===== src/gb_cart_pkg.sv =====
/*
 * cartridge core shared definitions
 * bus widths, bank register types, controller kind codes
 * and the header byte locations inside a downloaded image
 */
package gb_cart_pkg;

	// ----------------------------------------------------------
	// bus and register types
	// ----------------------------------------------------------
	typedef logic [7:0]  byte_t;      // cpu data byte
	typedef logic [15:0] cart_addr_t; // cpu side cartridge address
	typedef logic [15:0] dl_word_t;   // download word, odd byte on top
	typedef logic [8:0]  rom_bank_t;  // rom bank and rom bank mask
	typedef logic [3:0]  ram_bank_t;  // ram bank and ram bank mask
	typedef logic [2:0]  mbc_kind_t;  // decoded controller kind

	// ----------------------------------------------------------
	// controller kinds
	// ----------------------------------------------------------
	localparam mbc_kind_t MBC_NONE = 3'd0; // plain 32k rom
	localparam mbc_kind_t MBC_1    = 3'd1;
	localparam mbc_kind_t MBC_2    = 3'd2; // 512 x 4 bit internal ram
	localparam mbc_kind_t MBC_3    = 3'd3; // has rtc register select
	localparam mbc_kind_t MBC_5    = 3'd5; // 9 bit rom bank

	// header words as seen on the download byte address
	localparam logic [22:0] HDR_TYPE_ADDR = 23'h000146; // type byte in high half
	localparam logic [22:0] HDR_SIZE_ADDR = 23'h000148; // ram size high, rom size low

	// low nibble written to 0x0000-0x1fff that opens cart ram
	localparam logic [3:0] RAM_ENABLE_KEY = 4'hA;

endpackage


===== src/gb_cart_ifs.sv =====
/*
 * internal buses of the cartridge core
 * cpu cartridge bus, decoded header info and the live bank state
 */
`timescale 1ns/100ps

// cpu side cartridge bus
interface cart_bus_if import gb_cart_pkg::*; ();
	cart_addr_t addr;  // cpu address
	logic       rd;    // read level
	logic       wr;    // one cycle write strobe
	byte_t      wdata; // cpu write byte

	// bank register block only looks at writes
	modport ctrl (
		input addr,
		input wr,
		input wdata
	);

	// mapper needs the read level and the write strobe for ram
	modport map (
		input addr,
		input rd,
		input wr
	);
endinterface

// header fields decoded after download
interface cart_info_if import gb_cart_pkg::*; ();
	mbc_kind_t mbc_kind;   // controller kind
	rom_bank_t rom_mask;   // rom bank mirror mask
	ram_bank_t ram_mask;   // ram bank mirror mask
	logic      cart_ready; // an image has been loaded

	modport src (
		output mbc_kind,
		output rom_mask,
		output ram_mask,
		output cart_ready
	);

	modport ctrl (input mbc_kind); // register decode depends on kind only

	modport map (
		input mbc_kind,
		input rom_mask,
		input ram_mask,
		input cart_ready
	);
endinterface

// bank register state for the mapper
interface bank_if import gb_cart_pkg::*; ();
	rom_bank_t rom_bank;   // raw rom bank, unmasked
	ram_bank_t ram_bank;   // raw ram bank, unmasked
	logic      mbc1_mode;  // mbc1 banking mode
	logic      rtc_mode;   // mbc3 rtc selected at a000
	logic      ram_enable;

	modport src (output rom_bank, output ram_bank, output mbc1_mode,
		output rtc_mode, output ram_enable);
	modport map (input rom_bank, input ram_bank, input mbc1_mode,
		input rtc_mode, input ram_enable);
endinterface


===== src/mbc_regs.sv =====
/*
 * bank controller registers
 * cpu writes into 0x0000-0x7fff land here for mbc1, mbc2, mbc3 and mbc5
 */
`timescale 1ns/100ps

module mbc_regs import gb_cart_pkg::*; (
	input  logic      clk_sys,
	input  logic      reset,
	input  logic      dl_cart,  // registers parked at defaults while loading
	cart_bus_if.ctrl  bus,
	cart_info_if.ctrl info,
	bank_if.src       bank
);

	rom_bank_t rom_bank;
	ram_bank_t ram_bank;
	logic      mbc1_mode;
	logic      rtc_mode;
	logic      ram_enable;

	logic is_mbc1, is_mbc3, is_mbc5;

	assign is_mbc1 = (info.mbc_kind == MBC_1);
	assign is_mbc3 = (info.mbc_kind == MBC_3);
	assign is_mbc5 = (info.mbc_kind == MBC_5);

	// ----------------------------------------------------------
	// write decode on address bits 15..13
	// ----------------------------------------------------------
	always_ff @(posedge clk_sys) begin
		if (reset || dl_cart) begin
			rom_bank   <= 9'd1; // bank 1 sits at 0x4000 out of reset
			ram_bank   <= '0;
			mbc1_mode  <= 1'b0;
			rtc_mode   <= 1'b0;
			ram_enable <= 1'b0;
		end else if (bus.wr) begin
			case (bus.addr[15:13])
				3'b000: ram_enable <= (bus.wdata[3:0] == RAM_ENABLE_KEY);
				3'b001: begin
					if (is_mbc5) begin
						if (bus.addr[12])
							rom_bank[8] <= bus.wdata[0];   // 0x3xxx high bit
						else
							rom_bank[7:0] <= bus.wdata;    // 0x2xxx low byte
					end else if (bus.wdata[6:0] == 7'd0) begin
						rom_bank <= 9'd1;                  // bank 0 not reachable here
					end else begin
						rom_bank <= {2'b00, bus.wdata[6:0]};
					end
				end
				3'b010: begin
					if (is_mbc3) begin
						rtc_mode <= bus.wdata[3]; // 0x08-0x0c pick an rtc register
						if (!bus.wdata[3])
							ram_bank <= {2'b00, bus.wdata[1:0]};
					end else if (is_mbc5) begin
						ram_bank <= bus.wdata[3:0];    // up to 16 banks
					end else begin
						ram_bank <= {2'b00, bus.wdata[1:0]};
					end
				end
				3'b011: if (is_mbc1) mbc1_mode <= bus.wdata[0];
				default: ; // ram and upper space, not a register write
			endcase
		end
	end

	assign bank.rom_bank   = rom_bank;
	assign bank.ram_bank   = ram_bank;
	assign bank.mbc1_mode  = mbc1_mode;
	assign bank.rtc_mode   = rtc_mode;
	assign bank.ram_enable = ram_enable;

	// older controllers never map bank 0 into the switchable window
	a_bank_nonzero: assert property (@(posedge clk_sys) disable iff (reset)
		bus.wr && bus.addr[15:13] == 3'b001 && !is_mbc5 |=> rom_bank[6:0] != 7'd0)
		else $error("7 bit rom bank became zero after a bank write");

endmodule


===== src/flat_wrapper.sv =====
// flat-port wrapper written by rule: the top's interface ports become plain ports
module mbc_regs_flat import gb_cart_pkg::*;
  (clk_sys, reset, dl_cart, bus_addr, bus_wr, bus_wdata, info_mbc_kind, bank_rom_bank, bank_ram_bank, bank_mbc1_mode, bank_rtc_mode, bank_ram_enable);
  cart_bus_if bus_i ();
  cart_info_if info_i ();
  bank_if bank_i ();
  input  logic clk_sys;
  input  logic reset;
  input  logic dl_cart;
  input wire logic [$bits(bus_i.addr)-1:0] bus_addr;
  input wire logic [$bits(bus_i.wr)-1:0] bus_wr;
  input wire logic [$bits(bus_i.wdata)-1:0] bus_wdata;
  input wire logic [$bits(info_i.mbc_kind)-1:0] info_mbc_kind;
  output wire logic [$bits(bank_i.rom_bank)-1:0] bank_rom_bank;
  output wire logic [$bits(bank_i.ram_bank)-1:0] bank_ram_bank;
  output wire logic [$bits(bank_i.mbc1_mode)-1:0] bank_mbc1_mode;
  output wire logic [$bits(bank_i.rtc_mode)-1:0] bank_rtc_mode;
  output wire logic [$bits(bank_i.ram_enable)-1:0] bank_ram_enable;
  assign bus_i.addr = bus_addr;
  assign bus_i.wr = bus_wr;
  assign bus_i.wdata = bus_wdata;
  assign info_i.mbc_kind = info_mbc_kind;
  assign bank_rom_bank = bank_i.rom_bank;
  assign bank_ram_bank = bank_i.ram_bank;
  assign bank_mbc1_mode = bank_i.mbc1_mode;
  assign bank_rtc_mode = bank_i.rtc_mode;
  assign bank_ram_enable = bank_i.ram_enable;
  mbc_regs u_core (.clk_sys(clk_sys), .reset(reset), .dl_cart(dl_cart), .bus(bus_i), .info(info_i), .bank(bank_i));
endmodule

===== config.mk =====
export PLATFORM = sky130hd
export DESIGN_NAME = mbc_regs_flat
export DESIGN_NICKNAME = d
export VERILOG_FILES = /design/src/gb_cart_pkg.sv /design/src/gb_cart_ifs.sv /design/src/mbc_regs.sv /design/src/flat_wrapper.sv
export SDC_FILE = /design/constraint.sdc
export NUM_CORES = 1
export LEC_CHECK = 0
export BUFFER_PORTS_ARGS = -buffer_cell sky130_fd_sc_hd__buf_4
export CAP_MARGIN = 20
export CORE_MARGIN = 10
export CORE_UTILIZATION = 31
export CTS_CLUSTER_SIZE = 40
export DETAILED_ROUTE_END_ITERATION = 12
export GPL_TIMING_DRIVEN = 0
export PLACE_DENSITY = 0.6
export SLEW_MARGIN = 10
export SYNTH_ARGS = -nofsm -noshare
export SYNTH_HDL_FRONTEND = slang
export SYNTH_SLANG_ARGS = --single-unit

===== constraint.sdc =====
create_clock -name clk_sys -period 1.5 [get_ports clk_sys]
set_input_delay 0.3 -clock clk_sys [delete_from_list [all_inputs] [get_ports clk_sys]]
set_output_delay 0.3 -clock clk_sys [all_outputs]
set_load 0.01 [all_outputs]

==> key figures <==
Setup path
  • Setup crit start kind: flip-flop
  • CP Class: flip-flop to output port
  • Delay-heaviest family, CP: flip-flops
  • Critical path endpoint category: output port
  • Slowest CP cell: dfxtp_1
  • Crit-path max FO: 2
  • Bufs and invs on worst path: 1
  • Cell-by-cell trace of the critical path: buf_4
  • Worst EP required: 1.20 ns
  • Data arrival, critical path: 0.76 ns
  • Largest stage delay on the critical path: 0.35 ns

GRT
  • First-pass GRT wire length: 3930 µm
  • Vias in the first global route: 927
  • Initial antenna violation count: 0
  • Grt ovf: 0
  • Largest net degree at the start of global routing: 11
  • Gr usage total: 9.32%

Clock tree
  • Setup Buffers After CTS: 0
  • CTS resizes: 0
  • Hold-fix buffers at CTS: 0
  • Skew-Pair Late Insertion Delay: 0.28 ns
  • Clock Sinks: 16
  • Clock root cell: clkbuf_4
  • Cts bufs inserted: 3
  • CTS tree: yes
  • Clk buf depth: 2
  • H-tree depth: 1
  • CTS clk-pin slew, worst paths: 0.10 ns

Pwr
  • Logic pwr share: 13.4%
  • Switching share of power: 23.7%
  • Maximum VDD drop: 0.426 mV
  • P_int: 0.628 mW
  • Clock power share: 34.6%
  • Seq pwr share: 52.0%
  • Psw: 0.195 mW
  • LEAKAGE: 0.437 nW
  • P per Cell Area: 737 mW/mm²

STA
  • Highest Clock Rate: 0.940 GHz
  • Slew @ Worst Pin: 0.468 ns
  • Tmin final: 1.06 ns
  • Setup TNS: 0 ns
  • Hold_ws: 0.286 ns
  • Final-report hold violation count: 0
  • RSZ-0062 raised after global routing: false
  • Worst slew margin: 68.8%
  • Max-slew violation count: 0
  • Fin crit share: 70.9%
  • Final setup fails: 0
  • Setup Skew: 0 ns
  • Worst Slack Setup Final: 0.437 ns

Logic synthesis
  • Sequential cell area fraction in the yosys report: 40.7%
  • Yosys top cell area share: 40.7%
  • Synth warn: 0
  • Largest cells by area after synthesis: dfxtp_1 (41%), a21oi_1 (7.0%), nand3_1 (7.0%)
  • Mapped Cells: 90
  • Yosys cell types: 24
  • Yosys reg bits: 16
  • Syn_area_per_cell: 8.74 µm²
  • Synthesized area: 787 µm²
  • Syn_nets: 121
  • Dominant cell type by area after synthesis: dfxtp_1

Cells and area
  • Fin util: 45.5%
  • FILL cells: 258
  • Layout cell share with drive strength beyond 1: 31.3%
  • N_diodes: 0
  • Area Growth Syn to Fin: 41.8%
  • Post-layout net count: 160

Drt
  • ANT nets after route: 0
  • DR vias/cell: 5.22
  • Post-route DRC: 0
  • WL/cell: 15.0 µm
  • Initial drt markers: 9
  • Total wire length: 2370 µm
  • Pre-antenna DRT Iters: 2
  • Vias: 824

Floorplan
  • Die Ht: 70.4 µm
  • DIE WIDTH: 70.4 µm
  • Core Region: 0.00245 mm²
  • Die Area: 0.00495 mm²
  • FP Rows: 18
  • Initial cell density of the core: 32.1%
  • Boundary Pins: 47

Place
  • Buffers added on ports: 34
  • Placer Congestion: 0.785
  • Placement Setup Slack: 0.177 ns
  • Hpwl dp: 1890 µm

Status
  • Status: complete, no violations

Worst hold path
  • Hold Crit Class: input port to flip-flop

Job
  • Max cap viols: 0
==> sequential cells by signal (all words and copies together), names as in the netlist <==
signal / flops
u_core.bank.mbc1_mode: 1
u_core.bank.ram_bank: 4
u_core.bank.ram_enable: 1
u_core.bank.rom_bank: 9
u_core.bank.rtc_mode: 1
==> cell usage after synthesis (all sizes together) <==
cell,instances
dfxtp,16
a21oi,11
nand3,11
o21ai,10
nand2,5
clkbuf,4
mux2i,4
nand4b,4
nor2,4
nand3b,3
nor4,3
and4b,2
and4bb,2
nand4bb,2
a211oi,1
a31o,1
and3b,1
buf,1
nor4b,1
nor4bb,1
o31ai,1
or2,1
or4b,1
==> layer usage <==
| metal | GRT usage, % | routed length, µm | part of all wire, % | vias to the layer above |
|---|---|---|---|---|
| li1 | - | - | - | 422 |
| met5 | 0 | 0 | 0 | - |
| met3 | 3.81 | 161 | 6.8 | 2 |
| met2 | 16.0 | 1140 | 48 | 17 |
| met1 | 9.96 | 1050 | 44 | 383 |
| met4 | 3.29 | 14 | 0.59 | 0 |
==> power groups by stage <==
stage,Clock (mW),Sequential (mW),Combinational [mW]
2_1_floorplan,0,0.439,0.0396
3_3_place_gp,0,0.437,0.108
3_5_place_dp,0,0.438,0.110
4_1_cts,0.298,0.428,0.111
5_1_grt,0.315,0.428,0.121
6_report,0.285,0.428,0.110
==> stage by stage <==
stage               cell area (µm²)  cells  power (mW)
floorplan                       787     90       0.478
global placement               1080    154       0.545
detailed placement             1080    154       0.548
CTS                            1120    158       0.836
global route                   1120    158       0.864
finish                         1120    158       0.823
==> cell usage in the layout (no fill, tap or decap) <==
cell	count
a21oi_1	11
a31o_1	1
clkbuf_4	3
buf_2	1
clkbuf_8	1
nor4bb_1	1
nand3_1	11
o21ai_1	10
nor4_1	3
a211oi_1	1
nor2_1	4
mux2i_1	4
or4b_1	1
clkbuf_1	3
or2_1	1
and4b_1	2
nand4b_1	4
dfxtp_1	16
nand3b_1	3
and4bb_1	2
nor4b_1	1
buf_4	34
o31ai_1	1
clkbuf_2	1
nand2_1	5
nand4bb_1	2
and3b_1	1
==> cells by family after synthesis <==
kind of cell	synth area share, %
buffers and inverters	2.70
AO/OA/AOI/OAI	16.4
AND/OR/NAND/NOR	35.1
multiplexers	5.09
flip-flops	40.7
==> cell type report <==
cell class / instances / area, µm² / share of cell area, %
tap: 30 / 37.5 / 3.36
buffer: 5 / 21.3 / 1.91
clock buffer: 4 / 36.3 / 3.25
multi-input combinational: 69 / 445 / 39.9
sequential: 16 / 320 / 28.7
timing repair buffer: 34 / 255 / 22.9
==> path summary, 6_finish.rpt <==
check	startpoint	endpoint	slack, ns	depth (start not counted)
min reg2reg	u_core.bank.ram_bank[3]	u_core.bank.ram_bank[3]	0.48	2
max reg2reg	u_core.bank.rom_bank[0]	u_core.bank.rom_bank[0]	0.81	2
max	u_core.bank.ram_bank[2]	bank_ram_bank[2]	0.44	1
min	bus_wdata[5]	u_core.bank.rom_bank[5]	0.29	3
Note: power is estimated with default switching activity, not from simulation.
