--- src/gb_cart_pkg.sv ---
/*
 * cartridge core shared definitions
 * bus widths, bank register types, controller kind codes
 * and the header byte locations inside a downloaded image
 */
package gb_cart_pkg;

	// ----------------------------------------------------------
	// bus and register types
	// ----------------------------------------------------------
	typedef logic [7:0]  byte_t;      // cpu data byte
	typedef logic [15:0] cart_addr_t; // cpu side cartridge address
	typedef logic [15:0] dl_word_t;   // download word, odd byte on top
	typedef logic [8:0]  rom_bank_t;  // rom bank and rom bank mask
	typedef logic [3:0]  ram_bank_t;  // ram bank and ram bank mask
	typedef logic [2:0]  mbc_kind_t;  // decoded controller kind

	// ----------------------------------------------------------
	// controller kinds
	// ----------------------------------------------------------
	localparam mbc_kind_t MBC_NONE = 3'd0; // plain 32k rom
	localparam mbc_kind_t MBC_1    = 3'd1;
	localparam mbc_kind_t MBC_2    = 3'd2; // 512 x 4 bit internal ram
	localparam mbc_kind_t MBC_3    = 3'd3; // has rtc register select
	localparam mbc_kind_t MBC_5    = 3'd5; // 9 bit rom bank

	// header words as seen on the download byte address
	localparam logic [22:0] HDR_TYPE_ADDR = 23'h000146; // type byte in high half
	localparam logic [22:0] HDR_SIZE_ADDR = 23'h000148; // ram size high, rom size low

	// low nibble written to 0x0000-0x1fff that opens cart ram
	localparam logic [3:0] RAM_ENABLE_KEY = 4'hA;

endpackage

--- src/gb_cart_ifs.sv ---
/*
 * internal buses of the cartridge core
 * cpu cartridge bus, decoded header info and the live bank state
 */


// header fields decoded after download
interface cart_info_if import gb_cart_pkg::*; ();
	mbc_kind_t mbc_kind;   // controller kind
	rom_bank_t rom_mask;   // rom bank mirror mask
	ram_bank_t ram_mask;   // ram bank mirror mask
	logic      cart_ready; // an image has been loaded

	modport src (
		output mbc_kind,
		output rom_mask,
		output ram_mask,
		output cart_ready
	);

	modport ctrl (input mbc_kind); // register decode depends on kind only

	modport map (
		input mbc_kind,
		input rom_mask,
		input ram_mask,
		input cart_ready
	);
endinterface


--- src/cart_header.sv ---
/*
 * cartridge header capture
 * grabs type and size bytes while the image streams in and
 * decodes controller kind and bank mirror masks
 */
`timescale 1ns/100ps

module cart_header import gb_cart_pkg::*; (
	input  logic        clk_sys,
	input  logic        reset,
	input  logic        dl_cart,  // cartridge download active
	input  logic        dl_wr,    // one cycle download strobe
	input  logic [22:0] dl_addr,  // download byte address
	input  dl_word_t    dl_data,
	cart_info_if.src    info
);

	byte_t type_q;     // 0x147 controller type code
	byte_t rom_size_q; // 0x148 rom size code
	byte_t ram_size_q; // 0x149 ram size code
	logic  ready_q;

	always_ff @(posedge clk_sys) begin
		if (reset) begin
			type_q     <= '0;
			rom_size_q <= '0;
			ram_size_q <= '0;
			ready_q    <= 1'b0;
		end else if (dl_cart && dl_wr) begin
			ready_q <= 1'b1; // any download word marks a loaded cart
			if (dl_addr == HDR_TYPE_ADDR)
				type_q <= dl_data[15:8];
			if (dl_addr == HDR_SIZE_ADDR)
				{ram_size_q, rom_size_q} <= dl_data;
		end
	end

	// type code ranges from the cartridge header spec
	always_comb begin
		case (type_q) inside
			[8'd1:8'd3]:   info.mbc_kind = MBC_1;
			[8'd5:8'd6]:   info.mbc_kind = MBC_2;
			[8'd15:8'd19]: info.mbc_kind = MBC_3;
			[8'd25:8'd30]: info.mbc_kind = MBC_5;
			default:       info.mbc_kind = MBC_NONE;
		endcase
	end

	// rom of 2^(code+1) banks of 16k, odd sizes fall back to 128 banks
	assign info.rom_mask = (rom_size_q >= 8'd1 && rom_size_q <= 8'd8) ?
		rom_bank_t'((10'd2 << rom_size_q[3:0]) - 10'd1) : 9'h07F;

	assign info.ram_mask = (ram_size_q <= 8'd2) ? 4'h0 : // at most one 8k bank
		(ram_size_q == 8'd3) ? 4'h3 : 4'hF;             // 32k or 128k

	assign info.cart_ready = ready_q;

	// header fields only ever move during a cartridge download
	a_hdr_quiet: assert property (@(posedge clk_sys) disable iff (reset)
		!dl_cart |=> $stable(type_q) && $stable(rom_size_q) &&
			$stable(ram_size_q) && $stable(ready_q))
		else $error("header changed outside a cartridge download");

endmodule

--- src/flat_wrapper.sv ---
// flat-port wrapper written by rule: the top's interface ports become plain ports
module cart_header_flat import gb_cart_pkg::*;
  (clk_sys, reset, dl_cart, dl_wr, dl_addr, dl_data, info_mbc_kind, info_rom_mask, info_ram_mask, info_cart_ready);
  cart_info_if info_i ();
  input  logic clk_sys;
  input  logic reset;
  input  logic dl_cart;
  input  logic dl_wr;
  input  logic [22:0] dl_addr;
  input  dl_word_t dl_data;
  output wire logic [$bits(info_i.mbc_kind)-1:0] info_mbc_kind;
  output wire logic [$bits(info_i.rom_mask)-1:0] info_rom_mask;
  output wire logic [$bits(info_i.ram_mask)-1:0] info_ram_mask;
  output wire logic [$bits(info_i.cart_ready)-1:0] info_cart_ready;
  assign info_mbc_kind = info_i.mbc_kind;
  assign info_rom_mask = info_i.rom_mask;
  assign info_ram_mask = info_i.ram_mask;
  assign info_cart_ready = info_i.cart_ready;
  cart_header u_core (.clk_sys(clk_sys), .reset(reset), .dl_cart(dl_cart), .dl_wr(dl_wr), .dl_addr(dl_addr), .dl_data(dl_data), .info(info_i));
endmodule
--- config.mk ---
export PLATFORM = sky130hd
export DESIGN_NAME = cart_header_flat
export DESIGN_NICKNAME = d
export VERILOG_FILES = /design/src/gb_cart_pkg.sv /design/src/gb_cart_ifs.sv /design/src/cart_header.sv /design/src/flat_wrapper.sv
export SDC_FILE = /design/constraint.sdc
export NUM_CORES = 1
export LEC_CHECK = 0
export BUFFER_PORTS_ARGS = -buffer_cell sky130_fd_sc_hd__buf_2
export CAP_MARGIN = 25
export CORE_UTILIZATION = 35
export CTS_BUF_LIST = sky130_fd_sc_hd__clkbuf_4
export DETAILED_ROUTE_END_ITERATION = 8
export PLACE_DENSITY = 0.65
export SLEW_MARGIN = 20
export SYNTH_ARGS = -nofsm -noshare
export SYNTH_HDL_FRONTEND = slang
export SYNTH_SLANG_ARGS = --single-unit
--- constraint.sdc ---
create_clock -name clk_sys -period 2.7 [get_ports clk_sys]
set_input_delay 0.27 -clock clk_sys [delete_from_list [all_inputs] [get_ports clk_sys]]
set_output_delay 0.27 -clock clk_sys [all_outputs]
set_load 0.02 [all_outputs]
==> run summary, run 1 <==
most frequent cells in the layout -> buf_2, a21oi_1, nand4_1
reg2reg path depth -> 2
met2 WL -> 1667 um
Synth top area share -> 32.39%
total track usage -> 15.82%
critical path fanouts, max -> 9
pin count of the biggest net entering global routing -> 26
Routed WL -> 3610 um
clock sinks -> 25
Clk pin slew, worst setup/hold paths -> 130 ps
P_leak -> 0.6828 nW
gp weighted congestion -> 0.7293
DRC Markers -> 0
Max Slew Vio Count -> 0
TritonCTS clock tree -> yes
Tcrit/Tclk final -> 90.04%
Top Ports -> 60
Gate Count Post-Synth -> 194
worst vdd ir -> 0.0002516 V
dpl hpwl -> 2494 um
WL met3 -> 156 um
hold path cells -> 3
DR vias/cell -> 5.378
row count -> 23
initial drt markers -> 77
layout cells sized above 1 -> 32.20%
vias in the first global route -> 1262
die area -> 4685 um^2
Core Util, Final -> 43.87%
IO Port Bufs -> 57
TritonRoute pass-1 iters -> 4
actual slew at the worst max-slew pin -> 803.7 ps
H-Tree Depth -> 1
CTS max path bufs -> 2
CTS root buf -> clkbuf_4
setup ws final -> 268.9 ps
DR vias -> 1538
highest layer used for signal routing -> met4
max cap viols -> 0
Initial Utilization -> 37.55%
WL met1 -> 1747 um
arrival time worst endpoint -> 2160 ps
Final Hold Fails -> 0
largest cells by area after synthesis -> dfxtp_1, nand4_1, a21oi_1
Worst Setup Start Kind -> flop
most common cell after layout, fill and taps aside -> buf_2
synthesized area -> 1545 um^2
Reg area -> 504.2 um^2
#FFs+latches synth -> 25
grt total ovfl -> 0
total power -> 607.0 uW
Clock Latency Late Sink -> 310 ps
Max Clk Rate -> 411.3 MHz
Mapped Avg Cell Area -> 7.965 um^2
worst hold slack -> 186.7 ps
Critical Path, Cell by Cell -> nor3_1 > buf_4 > nand2b_1 > ha_2 > nor4bb_1 > a31oi_1 > o21ai_0 > and2_1 > buf_2
Post-DRT Antenna Nets -> 0
cell taking the most area after synthesis -> dfxtp_1
post-synth cell types -> 41
antenna cells -> 0
setup-violating endpoint count in the final report -> 0
status -> complete, no violations
power density over cell area -> 336.2 nW/um^2
die width -> 68.45 um
Slew headroom -> 46.42%
Wirelength per Cell -> 12.62 um
Max Clock Skew -> 0 ps
Fillers -> 419
Tmin final -> 2431 ps
Critical Path Sink Type -> output pin
first-pass GRT wire length -> 5706 um
kind of critical path -> flop to output pin
RSZ-0062 raised after global routing -> no
CTS buffer count -> 3
area added between synthesis and finish -> 16.84%
Crit path largest cell delay -> 390 ps
Worst path slowest cell -> dfxtp_2
Setup WS pre-CTS -> 486.1 ps
Die Y -> 68.45 um
core area -> 4115 um^2
initial antenna violation count -> 0
Worst Hold Class -> input port to flop
area of the multi-input gates -> 882.1 um^2
Ys Warns -> 0
setup TNS -> 0 ps
post-synthesis sequential area ratio -> 32.39%
worst path required time -> 2430 ps
Final #Nets -> 281
flip-flops by register name, summed over array words and instances, names as in the netlist:
name / flops
u_core.ram_size_q: 8
u_core.rom_size_q: 8
u_core.info.cart_ready: 1
u_core.type_q: 8
metal layers:
layer | vias up | GRT usage [%]
li1 | 806 | -
met5 | - | 0
met2 | 48 | 24.14
met1 | 680 | 22.57
met4 | 0 | 3.125
met3 | 4 | 3.500
cell usage after synthesis:
| master | n |
|---|---|
| a21oi_1 | 31 |
| dfxtp_1 | 25 |
| nand4_1 | 25 |
| o21ai_1 | 16 |
| o21ai_0 | 11 |
| clkbuf_1 | 9 |
| nor2_1 | 8 |
| nand3_1 | 6 |
| buf_4 | 5 |
| nand2_1 | 5 |
| nor3_1 | 5 |
| buf_2 | 4 |
| buf_6 | 3 |
| nor3b_1 | 3 |
| nor4_1 | 3 |
| xnor2_1 | 3 |
| a31oi_1 | 2 |
| and2_1 | 2 |
| and3_1 | 2 |
| buf_8 | 2 |
| clkbuf_2 | 2 |
| nor2b_1 | 2 |
| nor4_2 | 2 |
| a21o_1 | 1 |
| and3b_1 | 1 |
| and4_1 | 1 |
| and4b_1 | 1 |
| conb_1 | 1 |
| ha_1 | 1 |
| inv_1 | 1 |
| maj3_1 | 1 |
| nand2b_1 | 1 |
| nand3_2 | 1 |
| nand3b_1 | 1 |
| nor3b_4 | 1 |
| nor4_4 | 1 |
| nor4b_4 | 1 |
| nor4bb_1 | 1 |
| o31a_1 | 1 |
| o32ai_1 | 1 |
| or3_1 | 1 |
metrics by stage:
stage | cells | area, um^2
CTS | 286 | 1799
global placement | 282 | 1769
finish | 286 | 1805
floorplan | 195 | 1549
global route | 286 | 1805
detailed placement | 282 | 1769
power breakdown:
group / internal (mW) / switching, mW
clock: 0.0678 / 0.107
sequential: 0.370 / 0.000521
combinational: 0.0289 / 0.0328
total: 0.466 / 0.141
cell families after synthesis:
group / after synthesis / share of synthesized area (%)
xor gates and xnor gates: 3 / 1.701
DFF: 25 / 32.39
AOI/OAI and AO/OA: 63 / 21.21
and+or+nand+nor: 74 / 32.07
buffers and inverters: 26 / 10.93
adders and majority gates: 2 / 1.457
other: 1 / 0.2427
final timing paths:
path | from | endpoint | slack (ps)
max | u_core.rom_size_q[0] | info_rom_mask[7] | 270
min | dl_wr | u_core.info.cart_ready | 190
max reg2reg | u_core.rom_size_q[3] | u_core.rom_size_q[3] | 1840
min reg2reg | u_core.type_q[7] | u_core.type_q[7] | 480
worst max-delay path, delay by kind of cell, from the launching register on:
family	cells	cell delay [ps]
and+or+nand+nor	4	710
buffers and inverters	2	300
DFF	1	390
adders and majority gates	1	250
AOI/OAI and AO/OA	2	200
timing repair:
action | CTS | global route
gates resized for setup | 0 | 4
buffers inserted | 0 | 0
endpoints found under the setup margin | 0 | 3
hold buffers | 0 | 0
endpoints found under the hold margin | 0 | 0
area by class of cell:
cell class,count,area share [%]
Clock buffer,4,1.663
Inverter,1,0.2079
Multi-Input combinational cell,144,48.86
Sequential cell,25,27.93
Tap cell,50,3.465
Timing Repair Buffer,62,17.88
(Power assumes the default switching activity.)
==> inputs of run 2 (changes only) <==
Settings changed: SKIP_LAST_GASP from default to 1.
Clock period 2.7 ns to 2.6 ns, I/O delays scaled along.
==> run summary, run 2 (same netlist as run 1, synthesis figures left out) <==
status -> complete, no violations
worst hold start -> dl_wr
Clock Latency Late Sink -> 310 ps
crit path buf inv count -> 1
critical path's top delay family -> simple AND/OR/NAND/NOR gates
critical path fanouts, max -> 9
pin count of the biggest net entering global routing -> 26
Initial Utilization -> 37.55%
Comb power frac -> 10.1%
Sw Ratio -> 23.08%
P_leak -> 0.6910 nW
die area -> 4685 um^2
H-Tree Depth -> 1
Worst path slowest cell -> dfxtp_2
total track usage -> 16.88%
Wirelength per Cell -> 12.82 um
worst reg2reg endpoint -> u_core.type_q[1]
worst vdd ir -> 0.0002247 V
Max Slew Vio Count -> 0
reg2reg path depth -> 2
Worst Setup Start Kind -> flop
CTS max path bufs -> 2
IO Port Bufs -> 57
setup-violating endpoint count in the final report -> 0
total power -> 629.8 uW
initial drt markers -> 74
r2r startpoint -> u_core.type_q[1]
max cap viols -> 0
core area -> 4115 um^2
met2 Track Usage GR -> 29.53%
layout cells sized above 1 -> 32.91%
TritonCTS clock tree -> yes
most common cell after layout, fill and taps aside -> buf_2
Worst Hold Class -> input port to flop
Final #Nets -> 282
kind of critical path -> flop to output pin
Fillers -> 422
Tcrit/Tclk final -> 90.70%
internal power -> 484.4 uW
Critical Path Sink Type -> output pin
antenna cells -> 0
area added between synthesis and finish -> 17.57%
vias in the first global route -> 1409
met1 GRT Util -> 20.50%
worst path required time -> 2340 ps
arrival time worst endpoint -> 2100 ps
Routed WL -> 3678 um
TritonRoute pass-1 iters -> 4
CTS buffer count -> 3
RSZ-0062 raised after global routing -> no
power density over cell area -> 346.7 nW/um^2
Clock Power Share -> 28.9%
initial antenna violation count -> 0
CTS root buf -> clkbuf_4
Post-DRT Antenna Nets -> 0
Die Y -> 68.45 um
DRC Markers -> 0
Reg2Reg Setup Slack -> 1810 ps
most frequent cells in the layout -> buf_2, a21oi_1, nand4_1
Final Hold Fails -> 0
CP Launch Point -> u_core.rom_size_q[0]
worst hold path endpoint -> u_core.info.cart_ready
Crit path largest cell delay -> 390 ps
gp weighted congestion -> 0.7329
Tmin final -> 2358 ps
GRT Max-Usage Layer -> met2
setup TNS -> 0 ps
Critical Path, Cell by Cell -> nor3_2 > nand2b_1 > ha_1 > nor4bb_1 > a31oi_1 > o21ai_0 > and2_1 > buf_2
clock sinks -> 25
hold path cells -> 3
final instance area -> 1817 um^2
biggest regs -> u_core.ram_size_q x8, u_core.rom_size_q x8, u_core.type_q x8
row count -> 23
Max Clk Rate -> 424.1 MHz
Max Clock Skew -> 0 ps
die width -> 68.45 um
DR vias -> 1559
dpl hpwl -> 2657 um
DR vias/cell -> 5.432
Psw -> 145.4 uW
Area after DPL -> 1777 um^2
first-pass GRT wire length -> 6044 um
Sequential Power Share -> 61.1%
Top Ports -> 60
met3 capacity usage during global routing -> 3.667%
grt total ovfl -> 0
Clk pin slew, worst setup/hold paths -> 130 ps
-- run 2: cell count changes in the layout (fill, tap and decap cells not counted), sizes merged --
cell and change:
buf +1
-- run 2: worst max path at each step --
stage                       endpoint  cells after the start
finish              info_rom_mask[7]                      8
floorplan           info_rom_mask[3]                      9
global placement    info_rom_mask[7]                      8
global route        info_rom_mask[7]                      8
CTS                 info_rom_mask[7]                      8
detailed placement  info_rom_mask[5]                      8
-- run 2: final cells by class --
class | instances | area [um^2] | area share [%]
inverter | 1 | 3.754 | 0.2066
multi-input combinational | 144 | 884.6 | 48.69
clock buffer | 4 | 30.03 | 1.653
tap | 50 | 62.56 | 3.444
timing repair buffer | 63 | 330.3 | 18.18
sequential | 25 | 505.5 | 27.82
-- run 2: worst min-delay path: stages --
cell,delay (ps)
buf_2,80
a21oi_1,50
nor2_1,70
-- run 2: what timing repair did --
item,CTS,global route
gates resized for setup,0,5
buffers inserted,0,0
hold buffers,0,0
setup endpoints to repair,0,3
-- run 2: routing by layer --
layer / vias up / part of all wire (%) / wire, um
met5: - / 0 / 0
met4: 0 / 1.6 / 58
met3: 7 / 4.8 / 175
met2: 43 / 46 / 1705
met1: 702 / 47 / 1738
li1: 807 / - / -
-- run 2: power by group through the flow --
stage | clock [mW] | sequential (mW) | combinational (mW)
finish | 0.182 | 0.385 | 0.0635
global route | 0.199 | 0.385 | 0.0696
CTS | 0.187 | 0.385 | 0.0641
detailed placement | 0 | 0.393 | 0.0640
global placement | 0 | 0.393 | 0.0631
floorplan | 0 | 0.394 | 0.0228
-- run 2: through the flow --
stage          hold slack [ps]  util [%]  setup slack [ps]  cells
2_1_floorplan            400.6         -             205.8    195
3_3_place_gp             449.6     43.17             533.1    283
3_5_place_dp             469.2     43.17             490.3    283
4_1_cts                  169.2     43.90             125.0    287
5_1_grt                  177.9     44.15             64.90    287
6_report                 174.1     44.15             241.8    287
