==> src/gb_cart_pkg.sv <==
/*
 * cartridge core shared definitions
 * bus widths, bank register types, controller kind codes
 * and the header byte locations inside a downloaded image
 */
package gb_cart_pkg;

	// ----------------------------------------------------------
	// bus and register types
	// ----------------------------------------------------------
	typedef logic [7:0]  byte_t;      // cpu data byte
	typedef logic [15:0] cart_addr_t; // cpu side cartridge address
	typedef logic [15:0] dl_word_t;   // download word, odd byte on top
	typedef logic [8:0]  rom_bank_t;  // rom bank and rom bank mask
	typedef logic [3:0]  ram_bank_t;  // ram bank and ram bank mask
	typedef logic [2:0]  mbc_kind_t;  // decoded controller kind

	// ----------------------------------------------------------
	// controller kinds
	// ----------------------------------------------------------
	localparam mbc_kind_t MBC_NONE = 3'd0; // plain 32k rom
	localparam mbc_kind_t MBC_1    = 3'd1;
	localparam mbc_kind_t MBC_2    = 3'd2; // 512 x 4 bit internal ram
	localparam mbc_kind_t MBC_3    = 3'd3; // has rtc register select
	localparam mbc_kind_t MBC_5    = 3'd5; // 9 bit rom bank

	// header words as seen on the download byte address
	localparam logic [22:0] HDR_TYPE_ADDR = 23'h000146; // type byte in high half
	localparam logic [22:0] HDR_SIZE_ADDR = 23'h000148; // ram size high, rom size low

	// low nibble written to 0x0000-0x1fff that opens cart ram
	localparam logic [3:0] RAM_ENABLE_KEY = 4'hA;

endpackage

==> src/gb_cart_ifs.sv <==
/*
 * internal buses of the cartridge core
 * cpu cartridge bus, decoded header info and the live bank state
 */
`timescale 1ns/100ps

// cpu side cartridge bus
interface cart_bus_if import gb_cart_pkg::*; ();
	cart_addr_t addr;  // cpu address
	logic       rd;    // read level
	logic       wr;    // one cycle write strobe
	byte_t      wdata; // cpu write byte

	// bank register block only looks at writes
	modport ctrl (
		input addr,
		input wr,
		input wdata
	);

	// mapper needs the read level and the write strobe for ram
	modport map (
		input addr,
		input rd,
		input wr
	);
endinterface

// header fields decoded after download
interface cart_info_if import gb_cart_pkg::*; ();
	mbc_kind_t mbc_kind;   // controller kind
	rom_bank_t rom_mask;   // rom bank mirror mask
	ram_bank_t ram_mask;   // ram bank mirror mask
	logic      cart_ready; // an image has been loaded

	modport src (
		output mbc_kind,
		output rom_mask,
		output ram_mask,
		output cart_ready
	);

	modport ctrl (input mbc_kind); // register decode depends on kind only

	modport map (
		input mbc_kind,
		input rom_mask,
		input ram_mask,
		input cart_ready
	);
endinterface

// bank register state for the mapper
interface bank_if import gb_cart_pkg::*; ();
	rom_bank_t rom_bank;   // raw rom bank, unmasked
	ram_bank_t ram_bank;   // raw ram bank, unmasked
	logic      mbc1_mode;  // mbc1 banking mode
	logic      rtc_mode;   // mbc3 rtc selected at a000
	logic      ram_enable;

	modport src (output rom_bank, output ram_bank, output mbc1_mode,
		output rtc_mode, output ram_enable);
	modport map (input rom_bank, input ram_bank, input mbc1_mode,
		input rtc_mode, input ram_enable);
endinterface

==> src/cart_mapper.sv <==
/*
 * cartridge address mapper
 * banked rom word address, banked cart ram address and the
 * registered choice of the byte returned to the cpu
 */
`timescale 1ns/100ps

module cart_mapper import gb_cart_pkg::*; #(
	parameter int ROM_WORD_W = 22,
	parameter int RAM_ADDR_W = 17
) (
	input  logic                  clk_sys,
	input  logic                  reset,
	input  logic                  dl_cart,
	input  logic                  dl_wr,
	input  logic [22:0]           dl_addr,
	cart_bus_if.map               bus,
	cart_info_if.map              info,
	bank_if.map                   bank,
	input  dl_word_t              rom_q,    // answers rom_addr in the same cycle
	output logic [ROM_WORD_W-1:0] rom_addr,
	output logic                  rom_we,
	output logic [RAM_ADDR_W-1:0] ram_addr,
	output logic                  ram_we,
	input  byte_t                 ram_q,    // one cycle after ram_addr
	output byte_t                 cart_rdata
);

	localparam logic [1:0] SEL_ZERO = 2'd0, SEL_FF = 2'd1, SEL_ROM = 2'd2, SEL_RAM = 2'd3;

	logic [6:0] mbc1_bank;
	rom_bank_t  bank_sel;  // masked bank for the 0x4000 window
	ram_bank_t  ram_sel;   // masked ram bank
	logic [9:0] rom_index; // 8k half index
	logic       is_ram;
	logic [1:0] sel_q;
	logic       nib_q;     // mbc2 4 bit ram
	byte_t      rom_byte_q;

	// ----------------------------------------------------------
	// rom side
	// ----------------------------------------------------------
	always_comb begin
		mbc1_bank = {bank.mbc1_mode ? 2'b00 : bank.ram_bank[1:0], bank.rom_bank[4:0]};
		case (info.mbc_kind)
			MBC_1:        bank_sel = {2'b00, mbc1_bank & info.rom_mask[6:0]};
			MBC_2, MBC_3: bank_sel = {2'b00, bank.rom_bank[6:0] & info.rom_mask[6:0]};
			MBC_5:        bank_sel = bank.rom_bank & info.rom_mask;
			default:      bank_sel = 9'd1; // plain rom, index ends up as bits 14..13
		endcase
	end

	assign rom_index = bus.addr[14] ? {bank_sel, bus.addr[13]} : {9'd0, bus.addr[13]};
	assign rom_addr  = dl_cart ? ROM_WORD_W'(dl_addr[22:1]) :
		ROM_WORD_W'({rom_index, bus.addr[12:1]});
	assign rom_we    = dl_cart & dl_wr; // download words go straight to rom

	// ----------------------------------------------------------
	// ram side
	// ----------------------------------------------------------
	always_comb begin
		case (info.mbc_kind)
			MBC_1:        ram_sel = bank.mbc1_mode ? (bank.ram_bank & info.ram_mask) : 4'd0;
			MBC_3, MBC_5: ram_sel = bank.ram_bank & info.ram_mask;
			default:      ram_sel = 4'd0;
		endcase
	end

	assign is_ram   = (bus.addr[15:13] == 3'b101); // 0xa000-0xbfff
	assign ram_addr = RAM_ADDR_W'({ram_sel, bus.addr[12:0]}); // wraps on small ram
	assign ram_we   = bus.wr & is_ram;

	// read source picked at the read cycle, ram byte joins one edge later
	always_ff @(posedge clk_sys) begin
		if (reset) begin
			sel_q <= SEL_ZERO;
			nib_q <= 1'b0;
		end else if (bus.rd) begin
			nib_q <= (info.mbc_kind == MBC_2) && (bus.addr[15:9] == 7'b1010000);
			if (!info.cart_ready)    sel_q <= SEL_ZERO;
			else if (!is_ram)        sel_q <= SEL_ROM;
			else if (!bank.ram_enable) sel_q <= SEL_FF;
			else if (bank.rtc_mode && info.mbc_kind != MBC_2) sel_q <= SEL_ZERO;
			else                     sel_q <= SEL_RAM;
		end
	end

	always_ff @(posedge clk_sys) begin
		if (bus.rd)
			rom_byte_q <= bus.addr[0] ? rom_q[15:8] : rom_q[7:0]; // odd byte on top
	end

	always_comb begin
		case (sel_q)
			SEL_FF:  cart_rdata = 8'hFF;
			SEL_ROM: cart_rdata = rom_byte_q;
			SEL_RAM: cart_rdata = nib_q ? {4'hF, ram_q[3:0]} : ram_q;
			default: cart_rdata = 8'h00;
		endcase
	end

endmodule

==> src/flat_wrapper.sv <==
// flat-port wrapper written by rule: the top's interface ports become plain ports
module cart_mapper_flat import gb_cart_pkg::*;
#(
	parameter int ROM_WORD_W = 22,
	parameter int RAM_ADDR_W = 17
)
  (clk_sys, reset, dl_cart, dl_wr, dl_addr, rom_q, rom_addr, rom_we, ram_addr, ram_we, ram_q, cart_rdata, bus_addr, bus_rd, bus_wr, info_mbc_kind, info_rom_mask, info_ram_mask, info_cart_ready, bank_rom_bank, bank_ram_bank, bank_mbc1_mode, bank_rtc_mode, bank_ram_enable);
  cart_bus_if bus_i ();
  cart_info_if info_i ();
  bank_if bank_i ();
  input  logic clk_sys;
  input  logic reset;
  input  logic dl_cart;
  input  logic dl_wr;
  input  logic [22:0] dl_addr;
  input  dl_word_t rom_q;
  output logic [ROM_WORD_W-1:0] rom_addr;
  output logic rom_we;
  output logic [RAM_ADDR_W-1:0] ram_addr;
  output logic ram_we;
  input  byte_t ram_q;
  output byte_t cart_rdata;
  input wire logic [$bits(bus_i.addr)-1:0] bus_addr;
  input wire logic [$bits(bus_i.rd)-1:0] bus_rd;
  input wire logic [$bits(bus_i.wr)-1:0] bus_wr;
  input wire logic [$bits(info_i.mbc_kind)-1:0] info_mbc_kind;
  input wire logic [$bits(info_i.rom_mask)-1:0] info_rom_mask;
  input wire logic [$bits(info_i.ram_mask)-1:0] info_ram_mask;
  input wire logic [$bits(info_i.cart_ready)-1:0] info_cart_ready;
  input wire logic [$bits(bank_i.rom_bank)-1:0] bank_rom_bank;
  input wire logic [$bits(bank_i.ram_bank)-1:0] bank_ram_bank;
  input wire logic [$bits(bank_i.mbc1_mode)-1:0] bank_mbc1_mode;
  input wire logic [$bits(bank_i.rtc_mode)-1:0] bank_rtc_mode;
  input wire logic [$bits(bank_i.ram_enable)-1:0] bank_ram_enable;
  assign bus_i.addr = bus_addr;
  assign bus_i.rd = bus_rd;
  assign bus_i.wr = bus_wr;
  assign info_i.mbc_kind = info_mbc_kind;
  assign info_i.rom_mask = info_rom_mask;
  assign info_i.ram_mask = info_ram_mask;
  assign info_i.cart_ready = info_cart_ready;
  assign bank_i.rom_bank = bank_rom_bank;
  assign bank_i.ram_bank = bank_ram_bank;
  assign bank_i.mbc1_mode = bank_mbc1_mode;
  assign bank_i.rtc_mode = bank_rtc_mode;
  assign bank_i.ram_enable = bank_ram_enable;
  cart_mapper #(.ROM_WORD_W(ROM_WORD_W), .RAM_ADDR_W(RAM_ADDR_W)) u_core (.clk_sys(clk_sys), .reset(reset), .dl_cart(dl_cart), .dl_wr(dl_wr), .dl_addr(dl_addr), .bus(bus_i), .info(info_i), .bank(bank_i), .rom_q(rom_q), .rom_addr(rom_addr), .rom_we(rom_we), .ram_addr(ram_addr), .ram_we(ram_we), .ram_q(ram_q), .cart_rdata(cart_rdata));
endmodule
==> config.mk <==
export PLATFORM = sky130hd
export DESIGN_NAME = cart_mapper_flat
export DESIGN_NICKNAME = d
export VERILOG_FILES = /design/src/gb_cart_pkg.sv /design/src/gb_cart_ifs.sv /design/src/cart_mapper.sv /design/src/flat_wrapper.sv
export SDC_FILE = /design/constraint.sdc
export NUM_CORES = 1
export LEC_CHECK = 0
export ABC_CLOCK_PERIOD_IN_PS = 1100
export BUFFER_PORTS_ARGS = -buffer_cell sky130_fd_sc_hd__clkbuf_2
export CORE_MARGIN = 2
export CORE_UTILIZATION = 32
export DETAILED_ROUTE_END_ITERATION = 12
export PLACE_DENSITY_LB_ADDON = 0.3
export RECOVER_POWER = 50
export SLEW_MARGIN = 20
export SYNTH_ARGS = -nofsm -noshare
export SYNTH_HDL_FRONTEND = slang
export SYNTH_SLANG_ARGS = --single-unit
==> constraint.sdc <==
create_clock -name clk_sys -period 1.1 [get_ports clk_sys]
set_input_delay 0.055 -clock clk_sys [delete_from_list [all_inputs] [get_ports clk_sys]]
set_output_delay 0.055 -clock clk_sys [all_outputs]
set_load 0.02 [all_outputs]
==> flow_summary.json, run 1 <==
{
  "layout-area-overhead-vs-synth_pct": 65.5,
  "cellInternalPower_mw": 1.04,
  "path_max_fanout": 4,
  "fin_crit_sh_pct": 104,
  "r2r_setup_slack_ps": 430,
  "worst_ep_arrival_time_ps": 1090,
  "syn_inst": 134,
  "cts_tree": "done",
  "worst_ep_required_time_ps": 1040,
  "cts_buffer_depth": 2,
  "clkLatencyLatePin_ps": 230,
  "row_count": 22,
  "outcome": "finished with violations",
  "final_count_of_pins_violating_max_slew": 0,
  "drcViolationCount": 0,
  "post_cts_hold_buffer_count": 0,
  "gp_congestion": 0.780,
  "cts_num_sinks": 11,
  "mostFrequentLayoutCell": "sky130_fd_sc_hd__clkbuf_2",
  "totalWireLength_um": 3710,
  "cts.htree.levels": 1,
  "ctsRootBufferMaster": "sky130_fd_sc_hd__clkbuf_8",
  "critPathBufInv": 1,
  "ant_nets": 0,
  "layout-drive-gt1-share_pct": 65.3,
  "cp_cell_sequence": "nand3b_1, nor2_1, nor2_1, buf_2",
  "max_freq_mhz": 877,
  "p_sw_share_pct": 32.0,
  "worstSetupPathType": "flop to primary output",
  "grtUsageTotal_pct": 17.6,
  "timing.max_cap.violations": 0,
  "floorplan.die_area_um2": 4170,
  "wire_length_of_the_first_global_routing_pass_um": 5900,
  "worst_r2r_endpoint": "u_core.sel_q[0]$_SDFFE_PP0P_",
  "setup_tns_ps": -142,
  "grt_overflow_total": 0,
  "fin_nets": 377,
  "fin_ws_ps": -40.5,
  "cpMaxStageDelayCell": "sky130_fd_sc_hd__dfxtp_2",
  "num_vias": 1441,
  "insertedDiodeCount": 0,
  "critical_path.endpoint_type": "primary output",
  "synth_fp_nets": 236,
  "vias_per_cell": 4.48,
  "start_util_pct": 32.6,
  "width_of_the_die_um": 64.6,
  "setup_viol": 5,
  "tightest_slew_ps": 540,
  "logic_gate_share_of_total_power_pct": 42.5,
  "holdCritPathClass": "input port to flop",
  "powerDensity_nw_per_um2": 788,
  "critical_path.endpoint": "cart_rdata[4]",
  "crit_cells": 4,
  "power_frac_seq_pct": 32.2,
  "yosys_register_bits": 11,
  "leakage_nw": 1.05,
  "mappedNetlistArea_um2": 1170,
  "drt_first_iter_violations": 23,
  "detailedRoute.firstPassIterationCount": 4,
  "reg2regPathDepth": 1,
  "wl_per_cell_um": 11.5,
  "post-route-min-period_ps": 1140,
  "failed_checks": "setup timing",
  "clock_slew_at_the_register_clock_pins_of_the_worst_setup_and_hold_paths_ps": 50,
  "power.clock.fraction_pct": 25.2,
  "finalClockSkew_ps": 0,
  "fin_area_um2": 1940,
  "leading_cell_types_in_the_layout_fill_and_taps_excluded": "sky130_fd_sc_hd__clkbuf_2, sky130_fd_sc_hd__nor2_1, sky130_fd_sc_hd__clkbuf_1",
  "vdd.ir_drop.worst_uv": 461,
  "dpl_wire_length_um": 3330,
  "timing.critical_path.max_delay_family": "simple AND/OR/NAND/NOR gates",
  "synth_sequential_area_ratio_pct": 25.6,
  "start_kind": "flop",
  "final_core_utilization_pct": 53.9,
  "num_io_pins": 151,
  "switching_power_uw": 490,
  "critical-path-max-stage-delay_ps": 310,
  "grt_max_degree": 13,
  "antenna_violations_before_repair": 0,
  "timing.rr.start": "u_core.sel_q[0]$_SDFFE_PP0P_",
  "crit_start": "u_core.nib_q$_SDFFE_PP0P_",
  "max-slew-margin-rel_pct": 64.0,
  "die_y_um": 64.6,
  "report.final.hold_viol_count": 0,
  "design.core.area_um2": 3610,
  "detailed_place.area_um2": 1860,
  "tritoncts_buffer_count": 3,
  "synth.yosys.warnings": 0,
  "io_buffer_count": 149,
  "critPathMostFrequentCell": "sky130_fd_sc_hd__nor2_1",
  "rsz0062_at_grt": "true",
  "grt_pass1_vias": 1424,
  "synth.avg_cell_area_um2": 8.77,
  "yosysUniqueCellTypes": 32
}
==> cell type report <==
class | count | area (µm²)
multi-input cells | 102 | 729
fillers | 369 | 1660
repair buffers | 156 | 797
inverters | 1 | 3.75
flip-flops and latches | 11 | 309
well taps | 48 | 60.1
clock buffers | 4 | 45.0
==> timing repair <==
item	in CTS	in global routing
pin swaps	1	4
gates resized for setup	3	25
buffers inserted	0	1
setup endpoints to repair	8	17
==> layer usage <==
layer  track usage, %  up-vias  part of all wire, %
met3             4.51        2                  8.5
met1             17.9      621                   37
met4             5.32        0                 0.73
met5                0        -                    0
li1                 -      752                    -
met2             34.6       66                   54
==> stage by stage <==
step / std cells / power, mW / hold WS [ps] / setup slack (ps)
final: 322 / 1.53 / 9.39 / -40.5
after global routing: 322 / 1.63 / 19.0 / -140
after detailed placement: 317 / 1.15 / 260 / 63.1
after CTS: 321 / 1.54 / 17.4 / -32.6
after global placement: 317 / 1.14 / 258 / 77.8
after floorplan: 134 / 0.872 / 124 / 150
==> flip-flops by register name (all words and copies together), names as in the netlist <==
name	flops
u_core.rom_byte_q	8
u_core.nib_q	1
u_core.sel_q	2
==> power groups by stage <==
| stage | Clock [mW] | Sequential (mW) | Combinational [mW] |
|---|---|---|---|
| floorplan | 0 | 0.495 | 0.377 |
| global placement | 0 | 0.499 | 0.645 |
| detailed placement | 0 | 0.500 | 0.650 |
| CTS | 0.394 | 0.491 | 0.653 |
| global route | 0.428 | 0.496 | 0.708 |
| finish | 0.386 | 0.494 | 0.651 |
==> cell families after synthesis <==
kind of cell           share of synthesized area (%)
AOI/OAI and AO/OA                               15.7
buffers and inverters                           14.3
DFF                                             25.6
muxes                                           20.1
and+or+nand+nor                                 24.4
==> synth_stat cells, drive strengths merged <==
master / count / share of area [%]
nor4: 1 / 0.53
and2: 2 / 1.1
clkbuf: 1 / 1.2
nand3b: 1 / 0.64
nor3b: 3 / 3.2
nor2b: 2 / 1.3
nand4: 1 / 0.53
o21ai: 7 / 3.3
mux2: 21 / 20
a21oi: 12 / 5.1
a22o: 1 / 0.75
edfxtp: 8 / 20
a32o: 7 / 6.5
nand3: 2 / 0.85
and3: 4 / 2.1
buf: 19 / 13
inv: 1 / 0.32
nand2b: 3 / 2.2
nand2: 12 / 3.8
nor2: 22 / 7.7
nor3: 1 / 0.43
dfxtp: 3 / 5.1
==> worst min path at each step <==
stage	start	end	slack, ps	cells after the start
after detailed placement	reset	u_core.nib_q$_SDFFE_PP0P_	260	2
after global placement	reset	u_core.nib_q$_SDFFE_PP0P_	260	2
final	reset	u_core.nib_q$_SDFFE_PP0P_	9	2
after global routing	reset	u_core.nib_q$_SDFFE_PP0P_	20	2
after floorplan	reset	u_core.nib_q$_SDFFE_PP0P_	120	1
after CTS	reset	u_core.nib_q$_SDFFE_PP0P_	20	2
Power figures use the tool's default switching activity.
==> inputs of run 2 (changes only) <==
--- a/config.mk
+++ b/config.mk
@@ -10,7 +10,7 @@
 export CORE_MARGIN = 2
 export CORE_UTILIZATION = 32
 export DETAILED_ROUTE_END_ITERATION = 12
-export PLACE_DENSITY_LB_ADDON = 0.3
+export PLACE_DENSITY = 0.81
 export RECOVER_POWER = 50
 export SLEW_MARGIN = 20
 export SYNTH_ARGS = -nofsm -noshare
==> flow_summary.json, run 2 (same netlist as run 1, synthesis figures left out) <==
{
  "post-route-min-period_ps": 1200,
  "powerDensity_nw_per_um2": 791,
  "setup_viol": 5,
  "cts_num_sinks": 11,
  "ctsRootBufferMaster": "sky130_fd_sc_hd__clkbuf_8",
  "leading_cell_types_in_the_layout_fill_and_taps_excluded": "sky130_fd_sc_hd__clkbuf_2, sky130_fd_sc_hd__nor2_1, sky130_fd_sc_hd__clkbuf_1",
  "io_buffer_count": 149,
  "vdd.ir_drop.worst_uv": 399,
  "floorplan.die_area_um2": 4170,
  "post_cts_hold_buffer_count": 0,
  "tritoncts_buffer_count": 3,
  "fin_area_um2": 1950,
  "cpMaxStageDelayCell": "sky130_fd_sc_hd__dfxtp_1",
  "start_util_pct": 32.6,
  "max_ffs_per_register": 8,
  "critical-path-max-stage-delay_ps": 310,
  "fin_crit_sh_pct": 110,
  "dpl_wire_length_um": 3550,
  "leakage_nw": 1.05,
  "vias_per_cell": 4.61,
  "critPathMostFrequentCell": "sky130_fd_sc_hd__nor2_1",
  "grt_pass1_vias": 1385,
  "worst_ep_required_time_ps": 1040,
  "cts_buffer_depth": 2,
  "crit_start": "u_core.nib_q$_SDFFE_PP0P_",
  "largest_register": "u_core.rom_byte_q",
  "timing.max_cap.violations": 0,
  "critical_path.endpoint_type": "primary output",
  "num_io_pins": 151,
  "fin_nets": 376,
  "path_max_fanout": 4,
  "hold_path_startpoint": "reset",
  "layout-drive-gt1-share_pct": 64.8,
  "detailed_place.area_um2": 1860,
  "timing.rr.start": "u_core.sel_q[1]$_SDFFE_PP0P_",
  "cts_tree": "done",
  "report.final.hold_viol_count": 0,
  "grt_overflow_total": 0,
  "fin_ws_ps": -105,
  "die_y_um": 64.6,
  "holdCritPathClass": "input port to flop",
  "layout-area-overhead-vs-synth_pct": 66.2,
  "tightest_slew_ps": 557,
  "max-slew-margin-rel_pct": 62.9,
  "design.core.area_um2": 3610,
  "worstSetupPathType": "flop to primary output",
  "mostFrequentLayoutCell": "sky130_fd_sc_hd__clkbuf_2",
  "detailedRoute.firstPassIterationCount": 4,
  "cp_cell_sequence": "nand3b_1, nor2_1, nor2_1, buf_4",
  "gp_congestion": 0.758,
  "totalWireLength_um": 3990,
  "max_freq_mhz": 830,
  "grt_max_degree": 14,
  "ant_nets": 0,
  "failed_checks": "setup timing",
  "preCtsSetupSlack_ps": 5.72,
  "clkLatencyLatePin_ps": 230,
  "start_kind": "flop",
  "clock_slew_at_the_register_clock_pins_of_the_worst_setup_and_hold_paths_ps": 40,
  "worst_ep_arrival_time_ps": 1150,
  "fillers": 358,
  "rsz0062_at_grt": "true",
  "insertedDiodeCount": 0,
  "top_regs": "u_core.rom_byte_q x8, u_core.sel_q x2, u_core.nib_q x1",
  "width_of_the_die_um": 64.6,
  "wl_per_cell_um": 12.4,
  "antenna_violations_before_repair": 0,
  "grtUsageTotal_pct": 18.4,
  "outcome": "finished with violations",
  "wire_length_of_the_first_global_routing_pass_um": 6030,
  "row_count": 22,
  "num_vias": 1480,
  "final_count_of_pins_violating_max_slew": 0,
  "finalClockSkew_ps": 0,
  "cts.htree.levels": 1,
  "drt_first_iter_violations": 84,
  "drcViolationCount": 0
}
-- run 2: cell count changes in the layout (fill, tap and decap cells not counted), sizes merged --
cell / before / now
clkbuf: 143 / 148
buf: 17 / 11
-- run 2: final cells by class --
type	instances	area (µm²)	share of cell area, %
Multi-Input combinational cell	102	727	37.2
Sequential cell	11	308	15.8
Tap cell	48	60.1	3.07
Inverter	1	3.75	0.192
Timing Repair Buffer	155	810	41.4
Clock buffer	4	45.0	2.31
-- run 2: critical path: cells and delay by family, from the launching register on --
family / cells / cell delay [ps]
AND/OR/NAND/NOR: 3 / 470
buffers and inverters: 1 / 150
flip-flops: 1 / 310
-- run 2: final timing paths --
check / end / slack, ps / cells after the start
worst max-delay path: cart_rdata[5] / -100 / 4
worst min-delay path: u_core.nib_q$_SDFFE_PP0P_ / 20 / 2
worst min register to register: u_core.nib_q$_SDFFE_PP0P_ / 470 / 2
worst max register to register: u_core.sel_q[1]$_SDFFE_PP0P_ / 310 / 2
-- run 2: stage by stage --
step | power, mW | hold slack (ps) | utilization [%] | std cells | TNS, ps
2_1_floorplan | 0.872 | 124 | - | 134 | 0
3_3_place_gp | 1.15 | 251 | 51.6 | 315 | 0
3_5_place_dp | 1.16 | 257 | 51.6 | 315 | 0
4_1_cts | 1.56 | 10.5 | 53.6 | 320 | -427
5_1_grt | 1.64 | 21.4 | 54.2 | 321 | -703
6_report | 1.54 | 15.6 | 54.2 | 321 | -349
-- run 2: where the power goes --
group | leakage (nW) | internal [mW] | switching (mW)
clock | 0.0228 | 0.253 | 0.133
sequential | 0.104 | 0.479 | 0.0157
combinational | 0.922 | 0.315 | 0.349
-- run 2: routing by layer --
layer | share of wire, % | vias to the layer above | global-route usage (%) | wire (µm)
met5 | 0 | - | 0 | 0
met4 | 1.4 | 0 | 5.05 | 57
met2 | 55 | 66 | 34.5 | 2210
met1 | 37 | 660 | 21.2 | 1480
met3 | 6.0 | 6 | 3.30 | 240
li1 | - | 748 | - | -
-- run 2: what timing repair did --
| action | in CTS | in global routing |
|---|---|---|
| resized for setup | 9 | 14 |
| pin swaps | 2 | 8 |
| setup buffers | 1 | 1 |
| endpoints found under the setup margin | 8 | 14 |
| gates cloned | 0 | 0 |
